`src/design/dot11_tx_pkg.sv`:
```
package dot11_tx_pkg;

    //////////////////////////////////////////////////////////////////////
    // Coding constants
    //////////////////////////////////////////////////////////////////////
    localparam int SERVICE_BITS = 16;
    localparam int TAIL_BITS    = 6;

    // Reflected CRC-32, shifted out LSB first
    localparam logic [31:0] CRC_POLY = 32'hEDB88320;
    localparam logic [31:0] CRC_INIT = 32'hFFFFFFFF;

    // Industry standard K=7 code, generators in octal
    localparam int          CONV_K  = 7;
    localparam logic [6:0]  CONV_G0 = 7'o133;
    localparam logic [6:0]  CONV_G1 = 7'o171;

    //////////////////////////////////////////////////////////////////////
    // Enums
    //////////////////////////////////////////////////////////////////////
    // Legacy RATE codes as carried in the SIGNAL field
    typedef enum logic [3:0] {
        RATE_6  = 4'b1011,
        RATE_9  = 4'b1111,
        RATE_12 = 4'b1010,
        RATE_18 = 4'b1110,
        RATE_24 = 4'b1001,
        RATE_36 = 4'b1101,
        RATE_48 = 4'b1000,
        RATE_54 = 4'b1100
    } rate_e;

    typedef enum logic [2:0] {
        FIELD_SERVICE,
        FIELD_PSDU,
        FIELD_FCS,
        FIELD_TAIL,
        FIELD_PAD
    } field_e;

    //////////////////////////////////////////////////////////////////////
    // Stream beats
    //////////////////////////////////////////////////////////////////////
    typedef struct packed {
        rate_e      rate;
        logic [6:0] scram_seed;
    } frame_hdr_t;

    typedef struct packed {
        logic [7:0] data;
        logic       first;
        logic       last;
    } byte_beat_t;

    // Seed is only meaningful on the first bit of a frame
    typedef struct packed {
        logic       data_bit;
        field_e     field;
        logic       first;
        logic       last;
        logic [6:0] scram_seed;
    } tx_bit_t;

    // pair[0] is the g0 output, pair[1] the g1 output
    typedef struct packed {
        logic [1:0] pair;
        logic       last;
    } coded_pair_t;

    // Data bits per OFDM symbol, unknown codes fall back to 6 Mbps
    function automatic logic [7:0] dbps_for_rate(input rate_e rate);
        logic [7:0] dbps;
        case (rate)
            RATE_6:  dbps = 8'd24;
            RATE_9:  dbps = 8'd36;
            RATE_12: dbps = 8'd48;
            RATE_18: dbps = 8'd72;
            RATE_24: dbps = 8'd96;
            RATE_36: dbps = 8'd144;
            RATE_48: dbps = 8'd192;
            RATE_54: dbps = 8'd216;
            default: dbps = 8'd24;
        endcase
        return dbps;
    endfunction

endpackage

```
`src/design/bit_serializer.sv`:
```
`timescale 1ns/1ps

module bit_serializer (
    input  logic                     clk,
    input  logic                     reset_int,
    input  dot11_tx_pkg::frame_hdr_t i_hdr,
    input  logic                     i_hdr_valid,
    output logic                     o_hdr_ready,
    input  dot11_tx_pkg::byte_beat_t i_byte,
    input  logic                     i_byte_valid,
    output logic                     o_byte_ready,
    output dot11_tx_pkg::tx_bit_t    o_bit,
    output logic                     o_bit_valid,
    input  logic                     i_bit_ready
);

    typedef enum logic [2:0] {
        S_IDLE,
        S_SERVICE,
        S_BYTE,
        S_TAIL,
        S_PAD
    } state_e;

    state_e                state;
    dot11_tx_pkg::rate_e   rate_q;
    dot11_tx_pkg::tx_bit_t nxt_bit;
    logic [7:0]            dbps;
    logic [7:0]            sym_cnt;
    logic [3:0]            svc_cnt;
    logic [2:0]            bit_idx;
    logic [2:0]            tail_cnt;
    logic                  out_free;
    logic                  emit;
    logic                  sym_wrap;
    logic                  tail_done;

    assign out_free  = !o_bit_valid || i_bit_ready;
    assign dbps      = dot11_tx_pkg::dbps_for_rate(rate_q);
    assign sym_wrap  = (sym_cnt == dbps - 8'd1);
    assign tail_done = (tail_cnt == 3'(dot11_tx_pkg::TAIL_BITS - 1));

    // Header is paired with the first byte, which stays put until its
    // eighth bit goes out
    assign o_hdr_ready  = (state == S_IDLE) && out_free && i_byte_valid && i_byte.first;
    assign o_byte_ready = (state == S_BYTE) && out_free && (bit_idx == 3'd7);

    //////////////////////////////////////////////////////////////////////
    // Next bit
    //////////////////////////////////////////////////////////////////////
    always_comb begin
        emit          = 1'b0;
        nxt_bit       = '0;
        nxt_bit.field = dot11_tx_pkg::FIELD_SERVICE;
        case (state)
            S_IDLE: begin
                // First SERVICE bit leaves with the header
                emit               = i_hdr_valid && o_hdr_ready;
                nxt_bit.first      = 1'b1;
                nxt_bit.scram_seed = i_hdr.scram_seed;
            end
            S_SERVICE: begin
                emit = out_free;
            end
            S_BYTE: begin
                emit             = out_free && i_byte_valid;
                nxt_bit.data_bit = i_byte.data[bit_idx];
                // Only the closing FCS byte is marked on the byte stream
                nxt_bit.field    = i_byte.last ? dot11_tx_pkg::FIELD_FCS
                                               : dot11_tx_pkg::FIELD_PSDU;
            end
            S_TAIL: begin
                emit          = out_free;
                nxt_bit.field = dot11_tx_pkg::FIELD_TAIL;
                nxt_bit.last  = tail_done && sym_wrap;
            end
            S_PAD: begin
                emit          = out_free;
                nxt_bit.field = dot11_tx_pkg::FIELD_PAD;
                nxt_bit.last  = sym_wrap;
            end
            default: begin
                emit = 1'b0;
            end
        endcase
    end

    //////////////////////////////////////////////////////////////////////
    // Field FSM and counters
    //////////////////////////////////////////////////////////////////////
    always_ff @(posedge clk) begin
        if (reset_int) begin
            state       <= S_IDLE;
            o_bit_valid <= 1'b0;
            sym_cnt     <= 8'd0;
            svc_cnt     <= 4'd0;
            bit_idx     <= 3'd0;
            tail_cnt    <= 3'd0;
        end else if (emit) begin
            o_bit_valid <= 1'b1;
            // Symbol counter ends at zero on the final bit of a frame
            sym_cnt     <= sym_wrap ? 8'd0 : sym_cnt + 8'd1;
            case (state)
                S_IDLE: begin
                    svc_cnt <= svc_cnt + 4'd1;
                    state   <= S_SERVICE;
                end
                S_SERVICE: begin
                    svc_cnt <= svc_cnt + 4'd1;
                    if (svc_cnt == 4'(dot11_tx_pkg::SERVICE_BITS - 1)) begin
                        state <= S_BYTE;
                    end
                end
                S_BYTE: begin
                    bit_idx <= bit_idx + 3'd1;
                    if (bit_idx == 3'd7 && i_byte.last) begin
                        state <= S_TAIL;
                    end
                end
                S_TAIL: begin
                    tail_cnt <= tail_done ? 3'd0 : tail_cnt + 3'd1;
                    if (tail_done) begin
                        state <= sym_wrap ? S_IDLE : S_PAD;
                    end
                end
                S_PAD: begin
                    if (sym_wrap) begin
                        state <= S_IDLE;
                    end
                end
                default: begin
                    state <= S_IDLE;
                end
            endcase
        end else if (i_bit_ready) begin
            o_bit_valid <= 1'b0;
        end
    end

    always_ff @(posedge clk) begin
        if (emit) begin
            o_bit <= nxt_bit;
        end
    end

    // Rate of the current frame, captured with the header
    always_ff @(posedge clk) begin
        if (reset_int) begin
            rate_q <= dot11_tx_pkg::RATE_6;
        end else if (emit && state == S_IDLE) begin
            rate_q <= i_hdr.rate;
        end
    end

endmodule

```
`src/design/conv_encoder.sv`:
```
`timescale 1ns/1ps

module conv_encoder (
    input  logic                      clk,
    input  logic                      reset_int,
    input  dot11_tx_pkg::tx_bit_t     i_bit,
    input  logic                      i_bit_valid,
    output logic                      o_bit_ready,
    output dot11_tx_pkg::coded_pair_t o_pair,
    output logic                      o_pair_valid,
    input  logic                      i_pair_ready
);

    // hist[5] is the previous bit, hist[0] the oldest
    logic [dot11_tx_pkg::CONV_K-2:0] hist;
    logic [dot11_tx_pkg::CONV_K-1:0] window;
    logic                            take;

    assign o_bit_ready = !o_pair_valid || i_pair_ready;
    assign take        = i_bit_valid && o_bit_ready;

    // Generator MSB taps the current input bit
    assign window = {i_bit.data_bit, i_bit.first ? '0 : hist};

    always_ff @(posedge clk) begin
        if (reset_int) begin
            o_pair_valid <= 1'b0;
            hist         <= '0;
        end else if (take) begin
            o_pair_valid <= 1'b1;
            hist         <= window[dot11_tx_pkg::CONV_K-1:1];
        end else if (i_pair_ready) begin
            o_pair_valid <= 1'b0;
        end
    end

    always_ff @(posedge clk) begin
        if (take) begin
            o_pair.pair[0] <= ^(window & dot11_tx_pkg::CONV_G0);
            o_pair.pair[1] <= ^(window & dot11_tx_pkg::CONV_G1);
            o_pair.last    <= i_bit.last;
        end
    end

endmodule

```
`src/design/data_scrambler.sv`:
```
`timescale 1ns/1ps

module data_scrambler (
    input  logic                  clk,
    input  logic                  reset_int,
    input  dot11_tx_pkg::tx_bit_t i_bit,
    input  logic                  i_bit_valid,
    output logic                  o_bit_ready,
    output dot11_tx_pkg::tx_bit_t o_bit,
    output logic                  o_bit_valid,
    input  logic                  i_bit_ready
);

    logic [6:0] scram_state;
    logic [6:0] base;
    logic       fb;
    logic       take;
    logic       is_tail;

    assign o_bit_ready = !o_bit_valid || i_bit_ready;
    assign take        = i_bit_valid && o_bit_ready;
    assign is_tail     = (i_bit.field == dot11_tx_pkg::FIELD_TAIL);

    // x^7 + x^4 + 1, restarted from the seed on the first bit
    assign base = i_bit.first ? i_bit.scram_seed : scram_state;
    assign fb   = base[6] ^ base[3];

    always_ff @(posedge clk) begin
        if (reset_int) begin
            o_bit_valid <= 1'b0;
            scram_state <= 7'd0;
        end else if (take) begin
            o_bit_valid <= 1'b1;
            // Tail bits leave the scrambler frozen
            scram_state <= is_tail ? base : {base[5:0], fb};
        end else if (i_bit_ready) begin
            o_bit_valid <= 1'b0;
        end
    end

    always_ff @(posedge clk) begin
        if (take) begin
            o_bit          <= i_bit;
            o_bit.data_bit <= is_tail ? 1'b0 : (i_bit.data_bit ^ fb);
        end
    end

endmodule

```
`src/design/dot11_tx_coder.sv`:
```
`timescale 1ns/1ps

module dot11_tx_coder (
    input  logic                      clk,
    input  logic                      reset_int,
    input  dot11_tx_pkg::frame_hdr_t  i_hdr,
    input  logic                      i_hdr_valid,
    output logic                      o_hdr_ready,
    input  dot11_tx_pkg::byte_beat_t  i_byte,
    input  logic                      i_byte_valid,
    output logic                      o_byte_ready,
    output dot11_tx_pkg::coded_pair_t o_pair,
    output logic                      o_pair_valid,
    input  logic                      i_pair_ready
);

    //////////////////////////////////////////////////////////////////////
    // Stage links
    //////////////////////////////////////////////////////////////////////
    dot11_tx_pkg::byte_beat_t fcs_byte;
    logic                     fcs_byte_valid;
    logic                     fcs_byte_ready;

    dot11_tx_pkg::tx_bit_t    raw_bit;
    logic                     raw_bit_valid;
    logic                     raw_bit_ready;

    dot11_tx_pkg::tx_bit_t    scr_bit;
    logic                     scr_bit_valid;
    logic                     scr_bit_ready;

    // PSDU bytes plus appended FCS
    fcs_inserter u_fcs_inserter (
        .clk          (clk),
        .reset_int    (reset_int),
        .i_byte       (i_byte),
        .i_byte_valid (i_byte_valid),
        .o_byte_ready (o_byte_ready),
        .o_byte       (fcs_byte),
        .o_byte_valid (fcs_byte_valid),
        .i_byte_ready (fcs_byte_ready)
    );

    // DATA field bits, one per beat
    bit_serializer u_bit_serializer (
        .clk          (clk),
        .reset_int    (reset_int),
        .i_hdr        (i_hdr),
        .i_hdr_valid  (i_hdr_valid),
        .o_hdr_ready  (o_hdr_ready),
        .i_byte       (fcs_byte),
        .i_byte_valid (fcs_byte_valid),
        .o_byte_ready (fcs_byte_ready),
        .o_bit        (raw_bit),
        .o_bit_valid  (raw_bit_valid),
        .i_bit_ready  (raw_bit_ready)
    );

    data_scrambler u_data_scrambler (
        .clk         (clk),
        .reset_int   (reset_int),
        .i_bit       (raw_bit),
        .i_bit_valid (raw_bit_valid),
        .o_bit_ready (raw_bit_ready),
        .o_bit       (scr_bit),
        .o_bit_valid (scr_bit_valid),
        .i_bit_ready (scr_bit_ready)
    );

    conv_encoder u_conv_encoder (
        .clk          (clk),
        .reset_int    (reset_int),
        .i_bit        (scr_bit),
        .i_bit_valid  (scr_bit_valid),
        .o_bit_ready  (scr_bit_ready),
        .o_pair       (o_pair),
        .o_pair_valid (o_pair_valid),
        .i_pair_ready (i_pair_ready)
    );

endmodule

```
`src/design/fcs_inserter.sv`:
```
`timescale 1ns/1ps

module fcs_inserter (
    input  logic                     clk,
    input  logic                     reset_int,
    input  dot11_tx_pkg::byte_beat_t i_byte,
    input  logic                     i_byte_valid,
    output logic                     o_byte_ready,
    output dot11_tx_pkg::byte_beat_t o_byte,
    output logic                     o_byte_valid,
    input  logic                     i_byte_ready
);

    // One byte of the reflected CRC-32, LSB first
    function automatic logic [31:0] crc32_byte(input logic [31:0] crc_in,
                                               input logic [7:0]  data);
        logic [31:0] c;
        c = crc_in;
        for (int i = 0; i < 8; i++) begin
            if (c[0] ^ data[i]) begin
                c = (c >> 1) ^ dot11_tx_pkg::CRC_POLY;
            end else begin
                c = c >> 1;
            end
        end
        return c;
    endfunction

    logic [31:0] crc;
    logic [31:0] fcs;
    logic        fcs_active;
    logic [1:0]  fcs_idx;
    logic        out_free;
    logic        take;
    logic        send_fcs;

    assign out_free     = !o_byte_valid || i_byte_ready;
    assign o_byte_ready = out_free && !fcs_active;
    assign take         = i_byte_valid && o_byte_ready;
    assign send_fcs     = fcs_active && out_free;
    assign fcs          = ~crc;

    always_ff @(posedge clk) begin
        if (reset_int) begin
            o_byte_valid <= 1'b0;
            fcs_active   <= 1'b0;
            fcs_idx      <= 2'd0;
        end else begin
            if (take) begin
                o_byte_valid <= 1'b1;
                fcs_active   <= i_byte.last;
                fcs_idx      <= 2'd0;
            end else if (send_fcs) begin
                o_byte_valid <= 1'b1;
                fcs_idx      <= fcs_idx + 2'd1;
                fcs_active   <= (fcs_idx != 2'd3);
            end else if (i_byte_ready) begin
                o_byte_valid <= 1'b0;
            end
        end
    end

    // PSDU bytes pass through, then the FCS low byte first
    always_ff @(posedge clk) begin
        if (take) begin
            crc          <= crc32_byte(i_byte.first ? dot11_tx_pkg::CRC_INIT : crc, i_byte.data);
            o_byte.data  <= i_byte.data;
            o_byte.first <= i_byte.first;
            o_byte.last  <= 1'b0;
        end else if (send_fcs) begin
            o_byte.data  <= fcs[{fcs_idx, 3'b000} +: 8];
            o_byte.first <= 1'b0;
            o_byte.last  <= (fcs_idx == 2'd3);
        end
    end

endmodule

```
`config.mk`:
```
export PLATFORM = sky130hd
export DESIGN_NAME = dot11_tx_coder
export DESIGN_NICKNAME = d
export VERILOG_FILES = /design/src/design/dot11_tx_pkg.sv /design/src/design/bit_serializer.sv /design/src/design/conv_encoder.sv /design/src/design/data_scrambler.sv /design/src/design/dot11_tx_coder.sv /design/src/design/fcs_inserter.sv
export SDC_FILE = /design/constraint.sdc
export NUM_CORES = 1
export LEC_CHECK = 0
export ABC_AREA = 1
export BUFFER_PORTS_ARGS = -buffer_cell sky130_fd_sc_hd__buf_2
export CORE_UTILIZATION = 39
export CTS_BUF_LIST = sky130_fd_sc_hd__clkbuf_16
export CTS_CLUSTER_DIAMETER = 120
export DETAILED_ROUTE_END_ITERATION = 10
export PLACE_DENSITY = 0.64
export SLEW_MARGIN = 20
export SYNTH_ARGS = -nofsm -noshare
export SYNTH_HDL_FRONTEND = slang
export SYNTH_SLANG_ARGS = --single-unit
export TNS_END_PERCENT = 50
```
`constraint.sdc`:
```
create_clock -name clk -period 3.84 [get_ports clk]
set_clock_uncertainty 0.2 [all_clocks]
set_input_delay 0.384 -clock clk [delete_from_list [all_inputs] [get_ports clk]]
set_output_delay 0.384 -clock clk [all_outputs]
set_load 0.01 [all_outputs]
```
==> summary.json, run 1 <==
{
  "antenna_found_initial": 0,
  "async_flop_share": 0,
  "routedWlPerCell_um": 13.0,
  "grt_busiest_layer": "met2",
  "vias": 4691,
  "dpl_hpwl_um": 9520,
  "critical_path.top_delay_family": "buffers and inverters",
  "synth.cell_area_mm2": 0.00627,
  "path_clk_slew_ns": 0.07,
  "detail_route.wirelength_um": 12900,
  "maxCapViolations": 0,
  "timing.setup.critical_path_class": "reg2reg",
  "synthToLayoutAreaGrowth_pct": 10.2,
  "hp-class": "in2reg",
  "post-route-min-period_ns": 2.55,
  "worstMarginPinSlew_ns": 0.790,
  "synth.ff_latch_count": 112,
  "critPathRequiredTime_ns": 3.62,
  "timing.hold.ws_ns": 0.0622,
  "synthDominantCellAreaShare": 0.287,
  "placedInstanceArea_mm2": 0.00662,
  "first_global_vias": 4592,
  "power.density_mw_per_mm2": 570,
  "synth-seq-area-share": 0.453,
  "synth_top_cells_by_count": "nand2_1, inv_1, nor2_1",
  "slew_headroom": 0.472,
  "tritoncts.num_buffers": 9,
  "ys_warn_count": 0,
  "num-fill-cells": 1515,
  "hold_violations": 0,
  "crit_path_start_kind": "register",
  "synth_flop_cell": "edfxtp_1",
  "grt_overflow": 0,
  "n_antenna_cell": 0,
  "worst_r2r_startpoint": "u_bit_serializer.bit_idx[0]",
  "post-synth-top-area-cell": "edfxtp_1",
  "worstPathCellList": "ha_1 > ha_1 > nand3_1 > nand2_1 > nand2_1 > inv_1 > nand2_2 > inv_2",
  "nets": 809,
  "post_synth.cell_area_avg_um2": 8.42,
  "critPathCaptureType": "register",
  "post-synth-top-count-cell": "nand2_1",
  "initialDrtViolationCount": 298,
  "final_max_slew_viol_count": 0,
  "cts_resized": 0,
  "ctsHtreeMaxLevel": 3,
  "post-route-util": 0.448,
  "clock_sinks": 112,
  "cts_max_path_buffers": 2,
  "crit_path_top_delay_cell": "inv_2",
  "run_status": "completed",
  "r2r_end": "u_fcs_inserter.crc[28]",
  "grt_use_met2": 0.303,
  "grt_max_degree": 37,
  "cts_tree": "done",
  "min_delay_worst_endpoint": "u_bit_serializer.rate_q[1]",
  "sequential_standard_cell_area_mm2": 0.00284,
  "stdcell_area_mm2": 0.00691,
  "cts_setup_buffers": 0,
  "post-layout-total-power_w": 0.00394,
  "chipWidth_um": 129,
  "drive_gt1_frac": 0.136,
  "routed_via_density": 4.74,
  "drc": 0,
  "core.rowCount": 45,
  "fp.dieArea_mm2": 0.0166,
  "gr-usage-met3": 0.0403,
  "static-leakage-power_nw": 3.00,
  "multi_input_comb_area_mm2": 0.00298,
  "ios": 32,
  "cp_peak_stage_delay_ns": 0.63,
  "core_area_mm2": 0.0154,
  "r2r.worst_path.cells": 8,
  "grt_pass1_wl_um": 22100,
  "post_synth_inst_count": 745,
  "numPortBuffers": 31,
  "crit_buf_inv": 2,
  "finalSetupViolations": 0,
  "hp-start": "i_hdr[8]",
  "worst_ep_arrival_time_ns": 2.33,
  "die_y_um": 129,
  "worstPathMaxFanout": 36,
  "library_cells_used_by_synthesis": 37,
  "maxClockFrequency_ghz": 0.392,
  "worstHoldPathCells": 3,
  "drt_first_pass_iters": 4,
  "grt_setup_unrepaired": "false",
  "peakVddDrop_uv": 255,
  "tns_ns": 0,
  "place.gp.congestion": 0.875,
  "final_min_period_over_clock_period": 0.664,
  "post_synth_main_area_contributors": "edfxtp_1, dfxtp_1, nand2_1",
  "gr-usage-met1": 0.211,
  "clock_insertion_delay_at_the_later_pin_of_the_skew_report_ns": 0.36,
  "cts.root.buffer_cell": "clkbuf_16",
  "start_util": 0.407,
  "synth_edf_count": 60,
  "overall_fraction_of_global_route_tracks_in_use": 0.172,
  "worst_case_register_to_register_setup_slack_ns": 1.29,
  "ant_nets": 0,
  "mappedNetlistNets": 780,
  "cts-hold-fix-buffers": 0
}
[layer usage]
| layer | routed length (um) | vias to the layer above |
|---|---|---|
| met2 | 6490 | 49 |
| met4 | 116 | 0 |
| met5 | 0 | - |
| met1 | 5950 | 2179 |
| met3 | 338 | 8 |
| li1 | - | 2455 |
[worst max path at each step]
stage	start	endpoint	slack [ns]	cells after the start
3_5_place_dp	i_byte[1]	u_fcs_inserter.crc[19]	1.26	12
6_report	u_bit_serializer.bit_idx[0]	u_fcs_inserter.crc[28]	1.29	8
3_3_place_gp	u_bit_serializer.bit_idx[0]	u_fcs_inserter.crc[22]	1.31	8
5_1_grt	u_bit_serializer.bit_idx[0]	u_fcs_inserter.o_byte[9]	1.06	10
4_1_cts	u_bit_serializer.bit_idx[0]	u_fcs_inserter.crc[27]	1.26	8
2_1_floorplan	u_bit_serializer.bit_idx[0]	u_fcs_inserter.crc[0]	1.67	8
[where the power goes]
part / internal (W) / switching, W / leakage [nW]
Sequential: 0.00160 / 0.000145 / 0.994
Combinational: 0.000450 / 0.000803 / 1.86
Clock: 0.000507 / 0.000432 / 0.147
[cells in the final DEF, fill, tap and decap left out, drive strengths merged]
cell,instances
nor3,4
nand3,41
o32ai,1
nand2,194
nand3b,4
o21ai,46
a21oi,45
ha,9
o22ai,5
nor2,77
buf,33
edfxtp,60
bufinv,1
xnor2,22
clkinv,6
clkbuf,9
mux2,7
xor2,53
dfxtp,52
inv,96
a31oi,1
nand4,6
o211ai,7
[worst min-delay path, delay by kind of cell]
| family | cells | cell delay (ns) |
|---|---|---|
| buffers and inverters | 1 | 0.08 |
| and+or+nand+nor | 2 | 0.12 |
[cell type report]
cell class	count	share of cell area
multi-input combinational	522	0.431
inverter	96	0.0521
clock inverter	7	0.0103
clock buffer	9	0.0326
tap	211	0.0382
timing repair buffer	33	0.0246
sequential	112	0.411
[state kept, by name (all words and copies together), names as in the netlist, 2 cells and up]
register                      cells
u_data_scrambler.scram_state      7
u_data_scrambler.o_bit            3
u_fcs_inserter.crc               32
u_bit_serializer.o_bit           13
u_bit_serializer.state            3
u_bit_serializer.rate_q           4
u_bit_serializer.svc_cnt          4
u_fcs_inserter.o_byte            10
u_conv_encoder.o_pair             3
u_bit_serializer.sym_cnt          8
u_bit_serializer.dbps             6
u_fcs_inserter.fcs_idx            2
u_bit_serializer.bit_idx          3
u_bit_serializer.tail_cnt         3
u_conv_encoder.hist               6
[metrics by stage]
step,std cells,worst slack [ns]
detailed placement,974,1.26
global route,990,1.06
floorplan,745,1.67
global placement,974,1.31
CTS,990,1.26
finish,990,1.29
[kinds of logic after synthesis]
kind of cell	after synthesis	synth area share
fa+ha+maj	9	0.0180
simple gates	326	0.232
mux	7	0.0126
compound gates	105	0.0884
buf+inv	111	0.0718
flops	112	0.453
xor+xnor	75	0.124
(Power assumes the default switching activity.)
==> run 2, diff against run 1 <==
Settings changed: ABC_AREA 1 to 0.
Clock period 3.84 ns to 2.6 ns, I/O delays scaled along.
==> summary.json, run 2 <==
{
  "vias": {"value": 4159, "change": "-11%"},
  "cts_max_path_buffers": {"value": 2, "change": "unchanged"},
  "post-route-min-period": {"value": 2.37, "unit": "ns", "change": "-0.178 ns"},
  "r2r_end": "u_fcs_inserter.o_byte[3]",
  "post_synth_inst_count": {"value": 570, "change": "-23%"},
  "overall_fraction_of_global_route_tracks_in_use": {"value": 0.169, "change": "-0.00262"},
  "die_y": {"value": 127, "unit": "um", "change": "-1.7%"},
  "ys_warn_count": {"value": 0, "change": "unchanged"},
  "place.gp.congestion": {"value": 0.797, "change": "-8.9%"},
  "drt_first_pass_iters": {"value": 4, "change": "unchanged"},
  "worst_setup_path_endpoint": "u_fcs_inserter.o_byte[3]",
  "cts_resized": {"value": 0, "change": "unchanged"},
  "grt_max_degree": {"value": 45, "change": "+22%"},
  "worst_ep_arrival_time": {"value": 2.18, "unit": "ns", "change": "-0.15 ns"},
  "core_area": {"value": 0.0152, "unit": "mm2", "change": "-1.5%"},
  "critPathRequiredTime": {"value": 2.41, "unit": "ns", "change": "-1.21 ns"},
  "fp.dieArea": {"value": 0.0160, "unit": "mm2", "change": "-3.3%"},
  "worstSetupPathDepth": {"value": 6, "change": "-2"},
  "worstPathMaxFanout": {"value": 9, "change": "-75%"},
  "start_util": {"value": 0.399, "change": "-0.00780"},
  "mappedNetlistNets": {"value": 605, "change": "-22%"},
  "critical_path.top_delay_family": "simple AND/OR/NAND/NOR gates",
  "critical_path_origin": "u_bit_serializer.state[2]",
  "r2r.worst_path.cells": {"value": 6, "change": "-2"},
  "nets": {"value": 645, "change": "-20%"},
  "hold_violations": {"value": 0, "change": "unchanged"},
  "crit_buf_inv": {"value": 1, "change": "-1"},
  "cts_tree": "done",
  "library_cells_used_by_synthesis": {"value": 58, "change": "+57%"},
  "grt_pass1_wl": {"value": 21200, "unit": "um", "change": "-3.9%"},
  "numPortBuffers": {"value": 31, "change": "unchanged"},
  "worst_r2r_startpoint": "u_bit_serializer.state[2]",
  "peakVddDrop": {"value": 470, "unit": "uV", "change": "+84%"},
  "tns": {"value": 0, "unit": "ns", "change": "unchanged"},
  "synthToLayoutAreaGrowth_pct": 13.1,
  "slew_headroom": {"value": 0.564, "change": "+0.0912"},
  "maxClockFrequency": {"value": 0.422, "unit": "GHz", "change": "+7.5%"},
  "post_synth_main_area_contributors": "edfxtp_1, dfxtp_1, xnor2_1",
  "maxCapViolations": {"value": 0, "change": "unchanged"},
  "routed_via_density": {"value": 5.18, "change": "+9.3%"},
  "synth_flop_cell": "edfxtp_1",
  "hp-class": "in2reg",
  "run_status": "completed",
  "ant_nets": {"value": 0, "change": "unchanged"},
  "synth.ff_latch_count": {"value": 112, "change": "unchanged"},
  "n_antenna_cell": {"value": 0, "change": "unchanged"},
  "synth.cell_area": {"value": 0.00606, "unit": "mm2", "change": "-3.4%"},
  "synth_edf_count": {"value": 60, "change": "unchanged"},
  "critPathCaptureType": "register",
  "worstMarginPinSlew": {"value": 0.654, "unit": "ns", "change": "-0.136 ns"},
  "tritoncts.num_buffers": {"value": 9, "change": "unchanged"},
  "first_global_vias": {"value": 4178, "change": "-9.0%"},
  "post-synth-top-count-cell": "xnor2_1",
  "initialDrtViolationCount": {"value": 252, "change": "-15%"},
  "clock_sinks": {"value": 112, "change": "unchanged"},
  "hp-start": "i_hdr[2]",
  "crit_path_top_delay_cell": "or3b_1",
  "static-leakage-power": {"value": 2.47, "unit": "nW", "change": "-18%"},
  "grt_overflow": {"value": 0, "change": "unchanged"},
  "grt_setup_unrepaired": "false",
  "async_flop_share": {"value": 0, "change": "unchanged"},
  "power.density": {"value": 885, "unit": "mW/mm2", "change": "+55%"},
  "post-synth-top-area-cell": "edfxtp_1",
  "biggestRegsByFlops": "u_fcs_inserter.crc (32), u_bit_serializer.o_bit (13), u_fcs_inserter.o_byte (10)",
  "drc": {"value": 0, "change": "unchanged"},
  "synthDominantCellAreaShare": {"value": 0.297, "change": "+0.00996"},
  "synth_top_cells_by_count": "xnor2_1, nor2_1, edfxtp_1",
  "worst_case_register_to_register_setup_slack": {"value": 0.23, "unit": "ns", "change": "-1.06 ns"},
  "timing.setup.critical_path_class": "reg2reg",
  "post-layout-total-power": {"value": 0.00607, "unit": "W", "change": "+54%"},
  "path_clk_slew": {"value": 0.07, "unit": "ns", "change": "about the same"},
  "antenna_found_initial": {"value": 0, "change": "unchanged"},
  "cp_peak_stage_delay": {"value": 0.44, "unit": "ns", "change": "-0.19 ns"},
  "final_min_period_over_clock_period": {"value": 0.912, "change": "+0.248"},
  "dpl_hpwl": {"value": 8880, "unit": "um", "change": "-6.7%"},
  "final_common_cell": "xnor2_1",
  "finalSetupViolations": {"value": 0, "change": "unchanged"},
  "ios": {"value": 32, "change": "unchanged"},
  "detail_route.wirelength": {"value": 12400, "unit": "um", "change": "-4.2%"},
  "cts.root.buffer_cell": "clkbuf_16",
  "drive_gt1_frac": {"value": 0.164, "change": "+0.0282"},
  "chipWidth": {"value": 127, "unit": "um", "change": "-1.7%"},
  "ctsHtreeMaxLevel": {"value": 3, "change": "unchanged"},
  "largest_reg_flops": {"value": 32, "change": "unchanged"},
  "core.rowCount": {"value": 45, "change": "unchanged"},
  "clock_insertion_delay_at_the_later_pin_of_the_skew_report": {"value": 0.35, "unit": "ns", "change": "about the same"},
  "post_synth.cell_area_avg": {"value": 10.6, "unit": "um2", "change": "+26%"},
  "worstHoldPathCells": {"value": 2, "change": "-1"},
  "regMostFlops": "u_fcs_inserter.crc",
  "worstPathCellList": "buf_4 > or3b_1 > nor2b_2 > a21boi_1 > nor3_4 > nand2b_1",
  "routedWlPerCell": {"value": 15.4, "unit": "um", "change": "+18%"},
  "layout_common_cells": "xnor2_1, nor2_1, edfxtp_1",
  "final_max_slew_viol_count": {"value": 0, "change": "unchanged"},
  "synth-seq-area-share": {"value": 0.469, "change": "+0.0157"},
  "crit_path_start_kind": "register"
}
-- run 2: cell types whose count changed after synthesis, moves of 11 or more --
cell	before	now
and2_1	0	11
mux4_2	0	15
mux2i_1	0	11
o21ai_0	42	8
xnor2_1	18	82
inv_1	88	13
buf_2	2	13
a21oi_1	45	32
xor2_1	45	33
nand2_2	18	0
nand3_1	39	12
nand2_1	173	48
-- run 2: metrics by stage --
stage	hold WS [ns]	cells	setup slack (ns)	utilization	cell area, um2
after floorplan	0.184	570	0.125	-	6060
after global placement	0.201	780	0.217	0.427	6490
after detailed placement	0.205	780	0.0889	0.427	6490
after CTS	0.0000248	801	0.0721	0.450	6840
after global routing	0.00345	803	0.0507	0.451	6860
final	0.0121	803	0.229	0.451	6860
-- run 2: area by class of cell --
type	instances	area [um2]
clock buffer	11	275
clock inverter	5	26.3
fill	1429	8340
inverter	16	60.1
multi-input combinational	413	3040
sequential	112	2840
tap	188	235
timing repair buffer	58	383
-- run 2: timing repair --
action                                 CTS  global route
hold buffers                             5             0
setup buffers                            0             2
setup endpoints to repair                0             2
endpoints found under the hold margin    5             0
-- run 2: worst min path at each step --
stage                            endpoint  slack (ns)
4_1_cts         u_bit_serializer.o_bit[5]     0.00002
3_5_place_dp     u_conv_encoder.o_pair[0]        0.21
5_1_grt         u_bit_serializer.o_bit[5]       0.003
3_3_place_gp     u_conv_encoder.o_pair[0]        0.20
2_1_floorplan  u_bit_serializer.rate_q[2]        0.18
6_report        u_bit_serializer.o_bit[2]        0.01
-- run 2: cell families (layout without fill, tap and decap cells) --
| kind of cell | after synthesis | in the layout | synth area share |
|---|---|---|---|
| flip-flops | 112 | 112 | 0.469 |
| AND/OR/NAND/NOR | 192 | 192 | 0.155 |
| buffers and inverters | 45 | 90 | 0.0312 |
| AO/OA/AOI/OAI | 65 | 65 | 0.0648 |
| multiplexers | 26 | 26 | 0.0739 |
| XOR/XNOR | 121 | 121 | 0.188 |
| adder cells (fa/ha/maj) | 9 | 9 | 0.0186 |
-- run 2: layer usage --
metal,up-vias,track usage,part of all wire
li1,2030,-,-
met1,2026,0.212,0.44
met2,84,0.288,0.50
met3,19,0.0333,0.037
met4,0,0.0658,0.019
met5,-,0,0
-- run 2: where the power goes --
| part | switching [W] | leakage (nW) | internal [W] | total, W |
|---|---|---|---|---|
| registers | 0.000284 | 0.989 | 0.00237 | 0.00266 |
| clock network | 0.000631 | 0.157 | 0.000762 | 0.00139 |
| logic | 0.00102 | 1.32 | 0.000994 | 0.00202 |
| total | 0.00194 | 2.47 | 0.00413 | 0.00607 |
